### config.mk
export PLATFORM = sky130hd
export DESIGN_NAME = gmii_tx_ctrl
export DESIGN_NICKNAME = d
export VERILOG_FILES = /design/src/fpga_core_pkg.sv /design/src/gmii_tx_ctrl.sv
export SDC_FILE = /design/constraint.sdc
export NUM_CORES = 1
export LEC_CHECK = 0
export BUFFER_PORTS_ARGS = -buffer_cell sky130_fd_sc_hd__buf_2
export CORE_MARGIN = 4
export CORE_UTILIZATION = 30
export CTS_CLUSTER_DIAMETER = 30
export CTS_CLUSTER_SIZE = 8
export DETAILED_ROUTE_END_ITERATION = 10
export PLACE_DENSITY = 0.57
export SYNTH_ARGS = -nofsm -noshare
export SYNTH_HDL_FRONTEND = slang
export SYNTH_SLANG_ARGS = --single-unit
### constraint.sdc
create_clock -name clk -period 2 [get_ports clk]
set_clock_uncertainty 0.2 [all_clocks]
set_input_delay 0.2 -clock clk [delete_from_list [all_inputs] [get_ports clk]]
set_output_delay 0.2 -clock clk [all_outputs]
set_load 0.005 [all_outputs]
### src/fpga_core_pkg.sv
// FPGA core shared constants
package fpga_core_pkg;

    // Core clock
    localparam int CLK_FREQ_HZ = 125000000;

    // UART, 8N1
    localparam int UART_BAUD = 115200;
    localparam int UART_CLKS_PER_BIT = CLK_FREQ_HZ / UART_BAUD;
    localparam int UART_CNT_W = $clog2(UART_CLKS_PER_BIT);

    // GMII byte lane
    localparam int GMII_W = 8;

    // Frame store depth is 2**FIFO_ADDR_W bytes
    localparam int FIFO_ADDR_W = 11;

    // 1518 byte frame plus preamble and SFD
    localparam int MAX_FRAME_LEN = 1526;
    localparam int FRAME_LEN_W = $clog2(MAX_FRAME_LEN + 1);

    // Minimum idle cycles between transmitted frames
    localparam int IFG_CYCLES = 12;
    localparam int IFG_CNT_W = $clog2(IFG_CYCLES + 1);

endpackage

### src/gmii_tx_ctrl.sv
// GMII transmit control
`timescale 1ns/100ps

module gmii_tx_ctrl (
    input  wire logic                             clk,
    input  wire logic                             rst_n,
    input  wire logic [fpga_core_pkg::GMII_W-1:0] data,
    input  wire logic                             last,
    input  wire logic                             valid,
    output logic                                  ready,
    output logic [fpga_core_pkg::GMII_W-1:0]      txd,
    output logic                                  tx_en,
    output logic                                  tx_er
);

    import fpga_core_pkg::*;

    // Idle cycles still owed after the last frame
    logic [IFG_CNT_W-1:0] ifg_cnt;

    // Accept bytes only outside the gap
    assign ready = (ifg_cnt == '0);

    // Frames are forwarded clean, errors never sent
    assign tx_er = 1'b0;

    always_ff @(posedge clk or negedge rst_n) begin
        if (!rst_n) begin
            txd     <= '0;
            tx_en   <= 1'b0;
            ifg_cnt <= '0;
        end else begin
            if (valid && ready) begin
                txd   <= data;
                tx_en <= 1'b1;
                // Gap starts counting once the last byte is on the wire
                if (last) begin
                    ifg_cnt <= IFG_CNT_W'(IFG_CYCLES);
                end
            end else begin
                tx_en <= 1'b0;
                if (ifg_cnt != '0) begin
                    ifg_cnt <= ifg_cnt - 1'b1;
                end
            end
        end
    end

endmodule

==> reports/results.txt <==
Sink Count -> 13
HP Class -> in -> reg
final hold violation count -> 0
syn avg cell area -> 14.39 µm²
Worst Hold Endpoint -> ifg_cnt[2]
Detailed Place HPWL -> 767.6 µm
routability cong. -> 0.7407
clock share of power -> 14.7%
Max Cap Viol -> 0
power per cell area -> 1286 nW/µm²
Syn Std Cell Area -> 604.3 µm²
sequential element share of the synthesized area -> 53.83%
Final Max Slew Viols -> 0
Critical Path Start Type -> register
Placement Rows -> 15
worst r2r src -> ifg_cnt[0]
Iter 0 DRT Violations -> 3
H-tree levels -> 1
area grow syn2layout -> 38.51%
worst-path cell chain -> inv_1 > ha_1 > nor3b_4 > buf_4 > buf_2
Final Cycle Share -> 93.36%
CTS Buf Count -> 3
leak pwr -> 0.4163 nW
min Tclk post-route -> 1.867 ns
GRT Util Overall -> 10.88%
Power, Total -> 1.077 mW
RSZ-0062 raised after global routing -> no
Vias -> 436
first-pass GRT wire length -> 2.083 mm
synth warn -> 0
status -> finished clean
Critical Path RT -> 1.60 ns
largest stage delay on the critical path -> 0.42 ns
CP Max Fanout -> 5
vias in the first global route -> 461
Slowest-stage cell, CP -> dfrtp_1
Placeable Area -> 1821 µm²
hold path cells -> 4
Layout Utilization -> 45.98%
Die Wd -> 52.88 µm
sw frac -> 30.22%
Cell Int Power -> 751.3 µW
Mapped Cells -> 42
grt ovf -> 0
initial antenna violation count -> 0
Clock Path Buffers -> 2
reg2reg setup slack -> 0.17 ns
CP Capture Type -> primary output
leading area contributor after synthesis -> dfrtp_1
Initial Util -> 33.20%
Die Ht -> 52.88 µm
Post-DP Area -> 720.7 µm²
Routed WL -> 1.207 mm
Hold Crit Start -> last
top-area cell type share of the netlist area -> 53.83%
WL/cell -> 12.07 µm
CP arrival -> 1.47 ns
largest net degree at the start of global routing -> 14
R2R Path End -> txd[6]
WS Path Type -> reg -> out
Seq cells post-synth -> 13
share of layout cells above drive strength 1 -> 49.33%
Antenna diodes -> 0
Die Area -> 2796 µm²
Psw -> 325.3 µW
Clock Latency Late Sink -> 0.27 ns
sequential fraction of design power -> 44.3%
I/O pin cnt -> 23
drt pass-1 iters -> 2
Worst Reg2Reg Path Length in Cells -> 5
clk slew on worst S/H paths -> 0.07 ns
fmax -> 535.5 MHz
setup tns final -> 0 ns
Syn Nets -> 55
Area contributors post-synth -> dfrtp_1, mux2_4, buf_12
final instance area -> 837.1 µm²
Final nets -> 89
Root Driver -> clkbuf_4
Comb pwr share -> 41.0%
Remaining DRCs -> 0
Routed Antenna Nets -> 0
fillers -> 178
vias per cell -> 4.360
VDD IR max -> 0.5978 mV
PortBufs -> 21
Yosys cell types -> 17
CTS tree -> yes
# setup viols final -> 0
-- layout by cell type, fill, tap and decap left out, drive strengths merged --
cell type / count
clkbuf: 4
nor3b: 1
o21a: 1
nand3: 3
conb: 1
inv: 3
o21ai: 3
nand2: 1
o21ba: 1
or4b: 1
and2: 1
dfrtp: 13
a211oi: 1
ha: 1
a21o: 1
dlygate4sd3: 9
mux2: 8
buf: 22
-- worst max-delay path, delay by kind of cell, from the launching register on --
family,cells,cell delay (ns)
fa+ha+maj,1,0.23
buf+inv,3,0.34
flops,1,0.42
simple gates,1,0.21
-- stage by stage --
step | hold slack (ns) | std cells | worst slack, ns
global placement | -0.09942 | 87 | 0.2425
detailed placement | -0.09827 | 87 | 0.2135
global route | 0.07567 | 100 | 0.01317
CTS | 0.07955 | 100 | 0.1235
finish | 0.08712 | 100 | 0.1327
floorplan | -0.2956 | 42 | 0.1666
-- final cells by class --
cell class,instances,area [µm²],share of cell area [%]
Clock buffer,4,26.28,3.139
Sequential cell,13,325.3,38.86
Timing Repair Buffer,31,202.7,24.22
Tap cell,25,31.28,3.737
Inverter,3,11.26,1.345
Multi-Input combinational cell,24,240.2,28.70
-- logic make-up after synthesis --
family                   Yosys count  share of synthesized area, %
flip-flops                        13                         53.83
AND/OR/NAND/NOR                    7                         9.316
multiplexers                       8                         19.88
other                              1                        0.6205
adder cells (fa/ha/maj)            1                         2.070
buffers and inverters              5                         6.419
AO/OA/AOI/OAI                      7                         7.868
-- Yosys cell counts, drive strengths merged --
library cell   n
a211oi         1
a21o           1
and2           1
buf            2
conb           1
dfrtp         13
ha             1
inv            3
mux2           8
nand2          1
nand3          3
nor3b          1
o21a           1
o21ai          3
o21ba          1
or4b           1
-- power groups by stage --
stage               Sequential [mW]  Combinational (mW)  Clock, mW
floorplan                     0.479               0.287          0
global placement              0.485               0.419          0
detailed placement            0.481               0.422          0
CTS                           0.478               0.450      0.167
global route                  0.496               0.494      0.186
finish                        0.477               0.442      0.158
-- metal layers --
| layer | track usage (%) | wire length [µm] | part of all wire [%] |
|---|---|---|---|
| met1 | 11.65 | 512 | 42 |
| met2 | 17.56 | 549 | 45 |
| met3 | 6.479 | 132 | 11 |
| met4 | 3.830 | 12 | 0.99 |
| met5 | 0 | 0 | 0 |
-- state kept, by name, summed over array words and instances, names as in the netlist --
name     cells
tx_en        1
ifg_cnt      4
txd          8
-- repair_timing --
action | CTS | global route
hold buffers | 9 | 0
resized for setup | 0 | 0
setup buffers | 0 | 0
endpoints found under the setup margin | 0 | 0
endpoints found under the hold margin | 21 | 0
-- worst max-delay path by stage --
stage / startpoint / end / slack (ns) / cells after the start
floorplan: ifg_cnt[0] / txd[0] / 0.17 / 6
global placement: ifg_cnt[0] / txd[0] / 0.24 / 5
detailed placement: ifg_cnt[0] / txd[6] / 0.21 / 5
CTS: ifg_cnt[0] / ready / 0.12 / 5
global route: ifg_cnt[1] / ready / 0.01 / 5
finish: ifg_cnt[0] / ready / 0.13 / 5
No activity file was read; power rests on OpenSTA's default activity.
