==> src/fpga_core_pkg.sv <==
// FPGA core shared constants
package fpga_core_pkg;

    // Core clock
    localparam int CLK_FREQ_HZ = 125000000;

    // UART, 8N1
    localparam int UART_BAUD = 115200;
    localparam int UART_CLKS_PER_BIT = CLK_FREQ_HZ / UART_BAUD;
    localparam int UART_CNT_W = $clog2(UART_CLKS_PER_BIT);

    // GMII byte lane
    localparam int GMII_W = 8;

    // Frame store depth is 2**FIFO_ADDR_W bytes
    localparam int FIFO_ADDR_W = 11;

    // 1518 byte frame plus preamble and SFD
    localparam int MAX_FRAME_LEN = 1526;
    localparam int FRAME_LEN_W = $clog2(MAX_FRAME_LEN + 1);

    // Minimum idle cycles between transmitted frames
    localparam int IFG_CYCLES = 12;
    localparam int IFG_CNT_W = $clog2(IFG_CYCLES + 1);

endpackage

==> src/uart_tx.sv <==
// UART transmitter
`timescale 1ns/100ps

module uart_tx (
    input  wire logic       clk,
    input  wire logic       rst_n,
    input  wire logic [7:0] data,
    input  wire logic       valid,
    output logic            ready,
    output logic            txd
);

    import fpga_core_pkg::*;

    logic                  busy;
    logic [3:0]            bit_cnt;
    logic [UART_CNT_W-1:0] baud_cnt;
    // Data bits then stop bit, shifted out LSB first
    logic [8:0]            shreg;

    assign ready = !busy;

    always_ff @(posedge clk or negedge rst_n) begin
        if (!rst_n) begin
            busy     <= 1'b0;
            bit_cnt  <= '0;
            baud_cnt <= '0;
            shreg    <= '1;
            txd      <= 1'b1;
        end else begin
            if (!busy) begin
                if (valid) begin
                    // Start bit goes out right away
                    busy     <= 1'b1;
                    txd      <= 1'b0;
                    shreg    <= {1'b1, data};
                    bit_cnt  <= '0;
                    baud_cnt <= UART_CNT_W'(UART_CLKS_PER_BIT - 1);
                end
            end else if (baud_cnt != '0) begin
                baud_cnt <= baud_cnt - 1'b1;
            end else if (bit_cnt == 4'd9) begin
                // Stop bit done
                busy <= 1'b0;
            end else begin
                txd      <= shreg[0];
                shreg    <= {1'b1, shreg[8:1]};
                bit_cnt  <= bit_cnt + 1'b1;
                baud_cnt <= UART_CNT_W'(UART_CLKS_PER_BIT - 1);
            end
        end
    end

endmodule
==> config.mk <==
export PLATFORM = sky130hd
export DESIGN_NAME = uart_tx
export DESIGN_NICKNAME = d
export VERILOG_FILES = /design/src/fpga_core_pkg.sv /design/src/uart_tx.sv
export SDC_FILE = /design/constraint.sdc
export NUM_CORES = 1
export LEC_CHECK = 0
export BUFFER_PORTS_ARGS = -buffer_cell sky130_fd_sc_hd__buf_2
export CAP_MARGIN = 30
export CORE_MARGIN = 3
export CORE_UTILIZATION = 35
export CTS_CLUSTER_DIAMETER = 200
export CTS_CLUSTER_SIZE = 30
export DETAILED_ROUTE_END_ITERATION = 16
export SETUP_SLACK_MARGIN = 0.05
export SLEW_MARGIN = 25
export SYNTH_ARGS = -nofsm -noshare
export SYNTH_HDL_FRONTEND = slang
export SYNTH_SLANG_ARGS = --single-unit
==> constraint.sdc <==
create_clock -name clk -period 6.2 [get_ports clk]
set_clock_uncertainty 0.15 [all_clocks]
set_input_delay 0.62 -clock clk [delete_from_list [all_inputs] [get_ports clk]]
set_output_delay 0.62 -clock clk [all_outputs]
set_load 0.05 [all_outputs]
==> flow_summary_export.csv <==
group,metric,value,unit
run_status,status,"complete, no violations",
synthesis,syn-instance-count,129,
global_route,grt_first_pass_wirelength,3950,um
synthesis,ys_seq_area_frac,0.479,
global_route,grt_overflow,0,
pwr,irDropWorstVdd,0.000133,V
cells_and_area,layout.nets,156,
clocking,cts_sinks,25,
pwr,pwr-share-clk,0.149,
synthesis,ys_types,40,
critical_path,cp-start-kind,"flop",
timing,fin_tns_setup,0,ns
critical_path,path_max_fanout,20,
clocking,cts_root_buffer,"clkbuf_8",
routing,viasPerCell,5.09,
cells_and_area,utilization,0.419,
pwr,swShare,0.354,
clocking,clock_latency,0.26,ns
synthesis,synth_edf_count,0,
timing,max-slew-margin-rel,0.509,
clocking,clk_pin_slew,0.08,ns
die,die_w,67.6,um
clocking,cts.path.max_buffers,2,
critical_path,r2r-end,"baud_cnt[2]$_DFFE_PN0P_",
pwr,p_leak,0.671,nW
critical_path,crit_type,"flop to flop",
global_route,grt_pass1_vias,920,
clocking,cts_tree,"done",
timing,setup_violations,0,
timing,finalCritPeriodShare,0.415,
place,port_buffers,12,
worst_hold_path,hold_path_class,"primary input to async pin",
place,routabilityCongestion,0.753,
synthesis,synth_warnings,0,
critical_path,ff2ff_setup_slack,3.63,ns
synthesis,ys_seq_elements,25,
critical_path,setup.worst_path.start,"busy$_DFF_PN0_",
die,dieArea,4570,um^2
die,num_rows,21,
clocking,cts_buffers,3,
routing,drc,0,
clocking,cts_setup_buffers,0,
timing,finalHoldViolCount,0,
place,dp_hpwl,1730,um
synthesis,ys.flop_type,"dfrtp_1",
place,place_ws,3.65,ns
run,max-cap-violations,0,
die,pin_count,13,
routing,vias,947,
critical_path,path_cells,"nand4b_1 > nor4_4 > or4b_1 > nand2_1 > a21o_1",
timing,final-max-slew-violation-count,0,
die,dieHeight,67.6,um
pwr,sequentialPowerShare,0.507,
clocking,cts_max_level,1,
critical_path,cp-end-kind,"flop",
routing,dr.pass1.iters,4,
critical_path,critPathMaxStageDelay,0.82,ns
cells_and_area,final_common_cell,"nand2_1",
die,start_util,0.380,
synthesis,syn_area_per_cell,10.3,um^2
routing,routedWlPerCell,12.7,um
pwr,net-switching-power,0.222,mW
pwr,powerDensity,428,nW/um^2
cells_and_area,drive_above_1_share,0.229,
routing,wl,2360,um
critical_path,crit_path_end,"baud_cnt[2]$_DFFE_PN0P_",
critical_path,worst_r2r_startpoint,"busy$_DFF_PN0_",
timing,fmax,389,MHz
cells_and_area,diodes,0,
die,core,3490,um^2
cells_and_area,final_cell_mix,"nand2_1, dfrtp_1, buf_2, o21ai_1, dfstp_2",
synthesis,synth_nets,144,
timing,layout_setup_ws,3.63,ns
critical_path,cp_slowest_cell,"dfrtp_1",
global_route,grt.total_usage,0.112,
timing,rsz0062_at_grt,"no",
pwr,pwr-share-comb,0.344,
synthesis,syn_area,1330,um^2
global_route,antenna_found_initial,0,
critical_path,arrival,2.58,ns
synthesis,synthArstFlopShare,1.00,
routing,drt_iter0_drc,44,
cells_and_area,synthToLayoutAreaGrowth,10.2,%
clocking,cts_resized,0,
clocking,hold_buffers,0,
routing,antenna_left,0,
global_route,grt_max_degree,26,
critical_path,ff2ff_path_depth,5,
timing,tightest_slew,0.737,ns
timing,finalCriticalPeriod,2.57,ns
critical_path,cp.required,6.21,ns
pwr,intPower,0.405,mW
-- cell usage after synthesis (2+ instances only) --
cell type / n / share of area
ha_1: 4 / 0.038
a31oi_1: 2 / 0.0094
nand2b_1: 2 / 0.0094
nand4_1: 2 / 0.0094
xor2_1: 2 / 0.013
nor3_1: 3 / 0.011
o21ai_1: 9 / 0.034
nor4_1: 3 / 0.014
inv_1: 4 / 0.011
dfrtp_1: 16 / 0.30
nor2_1: 8 / 0.023
dfstp_2: 9 / 0.18
mux2i_1: 8 / 0.060
or4b_1: 2 / 0.015
o22ai_1: 2 / 0.0094
o21ai_0: 3 / 0.011
nand2_1: 17 / 0.048
buf_2: 4 / 0.015
xnor2_1: 5 / 0.033
or3_1: 4 / 0.019
-- cell type report --
class                   instances  area, um^2
well taps                      46        57.6
flip-flops and latches         25         637
clock buffers                   4        45.0
multi-input cells              94         642
inverters                       4        15.0
fillers                       364        2030
repair buffers                 13        67.6
-- worst min-delay path by stage --
stage / endpoint / start
after floorplan: baud_cnt[0]$_DFFE_PN0P_ / rst_n
after global placement: shreg[6]$_DFFE_PN1P_ / shreg[6]$_DFFE_PN1P_
after detailed placement: txd$_DFFE_PN1P_ / txd$_DFFE_PN1P_
after CTS: baud_cnt[5]$_DFFE_PN0P_ / rst_n
after global routing: baud_cnt[5]$_DFFE_PN0P_ / rst_n
final: baud_cnt[9]$_DFFE_PN0P_ / rst_n
-- flip-flops by register name, indices dropped and copies added, names as in the netlist --
signal    count
bit_cnt       4
txd           1
shreg         8
baud_cnt     11
busy          1
-- routing by layer --
layer,GRT usage,share of wire,vias to the layer above,wire length (um)
met1,0.150,0.50,455,1180
met3,0.0250,0.032,4,76
li1,-,-,479,-
met4,0.0228,0.0089,0,21
met5,0,0,-,0
met2,0.185,0.46,9,1080
-- cells by family after synthesis --
family | count (synthesis) | share of synthesized area
buf+inv | 10 | 0.0377
xor+xnor | 7 | 0.0461
compound gates | 22 | 0.104
flops | 25 | 0.479
mux | 8 | 0.0603
simple gates | 53 | 0.235
fa+ha+maj | 4 | 0.0377
-- power by group through the flow --
| stage | logic, mW | clock network [mW] | registers [mW] |
|---|---|---|---|
| 3_5_place_dp | 0.219 | 0 | 0.319 |
| 3_3_place_gp | 0.216 | 0 | 0.317 |
| 2_1_floorplan | 0.176 | 0 | 0.312 |
| 5_1_grt | 0.248 | 0.104 | 0.328 |
| 4_1_cts | 0.220 | 0.0986 | 0.317 |
| 6_report | 0.216 | 0.0936 | 0.317 |
-- through the flow --
step	area (um^2)	instances	hold WS, ns	power, mW
after floorplan	1330	129	0.174	0.488
after global placement	1420	182	0.304	0.533
after detailed placement	1420	182	0.305	0.538
after CTS	1460	186	0.204	0.635
after global routing	1460	186	0.231	0.681
final	1460	186	0.188	0.627
-- critical path: cells and delay by family, from the launching register on --
family	cells	cell delay, ns
compound gates	1	0.18
simple gates	4	1.32
flops	1	0.82
No activity file was read; power rests on OpenSTA's default activity.
