## config.mk

```make
export PLATFORM = sky130hd
export DESIGN_NAME = uart_rx
export DESIGN_NICKNAME = d
export VERILOG_FILES = /design/src/fpga_core_pkg.sv /design/src/uart_rx.sv
export SDC_FILE = /design/constraint.sdc
export NUM_CORES = 1
export LEC_CHECK = 0
export ABC_AREA = 1
export BUFFER_PORTS_ARGS = -buffer_cell sky130_fd_sc_hd__buf_2
export CELL_PAD_IN_SITES_DETAIL_PLACEMENT = 1
export CELL_PAD_IN_SITES_GLOBAL_PLACEMENT = 2
export CORE_MARGIN = 2
export CORE_UTILIZATION = 40
export CTS_BUF_LIST = sky130_fd_sc_hd__clkbuf_4 sky130_fd_sc_hd__clkbuf_8
export DETAILED_ROUTE_END_ITERATION = 16
export PLACE_DENSITY_LB_ADDON = 0.15
export SETUP_SLACK_MARGIN = 0.3
export SLEW_MARGIN = 10
export SYNTH_ARGS = -nofsm -noshare
export SYNTH_HDL_FRONTEND = slang
export SYNTH_SLANG_ARGS = --single-unit
```

## constraint.sdc

```tcl
create_clock -name clk -period 2.5 [get_ports clk]
set_clock_uncertainty 0.15 [all_clocks]
set_input_delay 0.125 -clock clk [delete_from_list [all_inputs] [get_ports clk]]
set_output_delay 0.125 -clock clk [all_outputs]
set_load 0.05 [all_outputs]
```

## src/fpga_core_pkg.sv

```systemverilog
// FPGA core shared constants
package fpga_core_pkg;

    // Core clock
    localparam int CLK_FREQ_HZ = 125000000;

    // UART, 8N1
    localparam int UART_BAUD = 115200;
    localparam int UART_CLKS_PER_BIT = CLK_FREQ_HZ / UART_BAUD;
    localparam int UART_CNT_W = $clog2(UART_CLKS_PER_BIT);

    // GMII byte lane
    localparam int GMII_W = 8;

    // Frame store depth is 2**FIFO_ADDR_W bytes
    localparam int FIFO_ADDR_W = 11;

    // 1518 byte frame plus preamble and SFD
    localparam int MAX_FRAME_LEN = 1526;
    localparam int FRAME_LEN_W = $clog2(MAX_FRAME_LEN + 1);

    // Minimum idle cycles between transmitted frames
    localparam int IFG_CYCLES = 12;
    localparam int IFG_CNT_W = $clog2(IFG_CYCLES + 1);

endpackage

```

## src/uart_rx.sv

```systemverilog
// UART receiver
`timescale 1ns/100ps

module uart_rx (
    input  wire logic       clk,
    input  wire logic       rst_n,
    input  wire logic       rxd,
    output logic [7:0]      data,
    output logic            valid,
    input  wire logic       ready
);

    import fpga_core_pkg::*;

    logic                  rxd_meta;
    logic                  rxd_sync;
    logic                  busy;
    logic [3:0]            bit_idx;
    logic [UART_CNT_W-1:0] baud_cnt;
    logic [7:0]            shreg;
    logic                  sample;
    logic                  shift_en;
    logic                  store;

    // Line idles high
    always_ff @(posedge clk or negedge rst_n) begin
        if (!rst_n) begin
            rxd_meta <= 1'b1;
            rxd_sync <= 1'b1;
        end else begin
            rxd_meta <= rxd;
            rxd_sync <= rxd_meta;
        end
    end

    // Bit 0 is the start bit, 1 to 8 data, 9 the stop bit
    assign sample   = busy && (baud_cnt == '0);
    assign shift_en = sample && (bit_idx != 4'd0) && (bit_idx != 4'd9);

    // Keep the byte only on a good stop bit and a free holding register
    assign store = sample && (bit_idx == 4'd9) && rxd_sync && (!valid || ready);

    always_ff @(posedge clk or negedge rst_n) begin
        if (!rst_n) begin
            busy     <= 1'b0;
            bit_idx  <= '0;
            baud_cnt <= '0;
            valid    <= 1'b0;
        end else begin
            if (store) begin
                valid <= 1'b1;
            end else if (ready) begin
                valid <= 1'b0;
            end

            if (!busy) begin
                if (!rxd_sync) begin
                    busy    <= 1'b1;
                    bit_idx <= '0;
                    // Land on mid-bit, less the synchronizer delay
                    baud_cnt <= UART_CNT_W'(UART_CLKS_PER_BIT / 2 - 2);
                end
            end else if (baud_cnt != '0) begin
                baud_cnt <= baud_cnt - 1'b1;
            end else begin
                baud_cnt <= UART_CNT_W'(UART_CLKS_PER_BIT - 1);
                bit_idx  <= bit_idx + 1'b1;
                // Start bit gone high again, treat as a glitch
                if (bit_idx == 4'd0 && rxd_sync) begin
                    busy <= 1'b0;
                end
                if (bit_idx == 4'd9) begin
                    busy <= 1'b0;
                end
            end
        end
    end

    // LSB arrives first
    always_ff @(posedge clk) begin
        if (shift_en) begin
            shreg <= {rxd_sync, shreg[7:1]};
        end
        if (store) begin
            data <= shreg;
        end
    end

endmodule

```

==> flow_summary.ini <==
[die]
rows = 23
core-area_sq_um = 3943
die_width_um = 67.38
io_pins = 13
start_util_pct = 40.75
die_area_sq_um = 4539
die_h_um = 67.38

[pwr]
p_leak_uw = 0.0008083
powerDensity_nw_per_um2 = 560.8
ir_drop_mv = 0.3298

[finish]
regArea_sq_um = 958.4
finalNonFillerCells = 226
drive_above_1_share_pct = 22.73
insertedDiodeCount = 0
multi_input_area_sq_um = 575.6
layout.nets = 184
n_fill_cell = 443
syn_to_final_growth_pct = 16.43

[synthesis]
synthCells = 152
ys_seq_area_share_pct = 59.66
synth_edf_count = 16
synth_ff_type = dfrtp_1
ys_ff_latch = 35
synthDistinctLibCells = 26
avgSynthCellArea_sq_um = 10.57
synth-async-reset-ratio_pct = 54.29
yosys_warnings = 0
synth_area_sq_um = 1607
syn-num-nets = 161

[worst_setup_path]
endpoint = data[2]
timing.rr.start = baud_cnt[0]
reg2reg_setup_slack_ns = 0.56
critPathMaxFanout = 8
crit_type = register to register
required_ns = 2.32
reg2reg_to = data[2]
crit_start = baud_cnt[0]
start_kind = register
reg2reg_depth = 8
cp-end-kind = register
critical_path_arrival_ns = 1.76

[grt]
track_usage_pct = 17.90
grt_pass1_vias = 1153
antenna_found_initial = 0
overflow = 0
grt_pass1_wl_um = 5699
grt_start_max_net_pins = 20

[placement]
gp_congestion = 0.7464
portBuffers = 12
dp_hpwl_um = 2521
placed_cells = 215

[clock_tree]
cts.sinks = 35
cts_buffers = 5
clk_latency_ns = 0.29
clk_pin_slew_ns = 0.07
root_buffer = clkbuf_8
cts_tree = yes
htree_num_levels = 2
clk_path_buf_depth = 2

[route]
drt-initial-drc-count = 57
wl_per_cell_um = 14.79
firstDrtPassIters = 4
drc = 0
ant_nets = 0
routed_wl_um = 3343
vias = 1108
vias_per_cell = 4.903

[worst_hold_path]
min_path_type = input pin to asynchronous set/reset pin

[timing]
max_clock_freq_mhz = 514.8
fin_crit_sh_pct = 77.70
slew_viol_final = 0
setup_viol = 0
min_period_ns = 1.942
hold_violations = 0
slew_headroom_pct = 67.31
hold_slack_ns = 0.1807
tightest_slew_ns = 0.4903
setup_tns_ns = 0
rsz0062_at_grt = no

[flow_run]
drv_cap = 0

[status]
outcome = completed
flip-flops by register name, summed over array words and instances, names as in the netlist:
register / flops
baud_cnt: 11
busy: 1
bit_idx: 4
shreg: 8
valid: 1
rxd_sync: 1
rxd_meta: 1
data: 8
cell usage in the layout, fill, tap and decap left out, types with 2 or more instances in the layout:
master and instances:
nand2_1 33, dfrtp_1 17, inv_1 16, edfxtp_1 16
nor2_1 14, nand3_1 13, buf_2 12, o21ai_0 7
clkbuf_8 6, ha_1 5, xor2_1 4, nor2_4 3
nand2_4 3, nand4_1 3, dlygate4sd3_1 3, nand3_2 2
a21oi_1 2, o21ai_2 2, dfstp_2 2
cells in the mapped netlist (all sizes together) (2+ instances only):
cell type	count	area share [%]
edfxtp	16	30
a21oi	2	0.62
dfstp	2	3.3
dfrtp	17	26
inv	18	4.5
nor2	19	6.7
nand4	3	1.2
nand3	15	5.3
nand2	37	10
ha	5	3.9
o21ai	10	3.6
xor2	5	3.2
metal layers:
layer / up-vias / track usage, % / part of all wire [%]
li1: 543 / - / -
met1: 543 / 22.73 / 45
met2: 16 / 28.59 / 49
met3: 6 / 5.000 / 3.6
met4: 0 / 7.908 / 1.9
met5: - / 0 / 0
area by class of cell:
class / instances / area share [%]
Clock buffer: 6 / 4.415
Clock inverter: 2 / 0.8696
Inverter: 19 / 4.147
Multi-Input combinational cell: 98 / 30.77
Sequential cell: 35 / 51.24
Tap cell: 50 / 3.344
Timing Repair Buffer: 16 / 5.217
power breakdown:
group          leakage [uW]  internal, uW  switching, uW  total (uW)
logic              0.000393          5.03           9.13        14.2
registers          0.000368           601           1.53         602
clock network     0.0000474           225            208         433
total              0.000808           830            219        1050
through the flow:
stage	cell area, sq um	setup slack, ns	total power, uW	util (%)
floorplan	1607	0.6353	614.5	-
global placement	1737	0.5532	624.7	44.05
detailed placement	1737	0.4132	625.2	44.05
CTS	1866	0.4039	1065	47.32
global route	1871	0.3955	1099	47.45
finish	1871	0.5575	1049	47.45
worst min-delay path by stage:
stage	start	to	slack [ns]
6_report	rst_n	bit_idx[3]	0.18
5_1_grt	rst_n	valid	0.21
4_1_cts	rst_n	valid	0.19
3_5_place_dp	rst_n	valid	-0.04
3_3_place_gp	rst_n	baud_cnt[7]	-0.05
2_1_floorplan	rst_n	baud_cnt[0]	-0.32
worst max-delay path, cell delays in order, from the launching register on:
cell	delay (ns)
dfrtp_1	0.41
inv_1	0.09
ha_1	0.16
nand3_2	0.11
nor2_4	0.19
nand2_4	0.10
clkinv_2	0.09
nand2_2	0.07
nor2_4	0.24
kinds of logic (layout without fill, tap and decap cells):
group,after synthesis,count (layout),share of synthesized area [%]
simple gates,75,75,23.83
buf+inv,19,43,4.828
compound gates,13,13,4.595
fa+ha+maj,5,5,3.894
xor+xnor,5,5,3.193
flops,35,35,59.66
timing repair:
action                                  in CTS  in global routing
hold buffers                                 3                  0
buffers inserted                             0                  0
resized for setup                            0                  1
hold endpoints to repair                    21                  0
endpoints found under the setup margin       0                  8
Power figures use the tool's default switching activity.
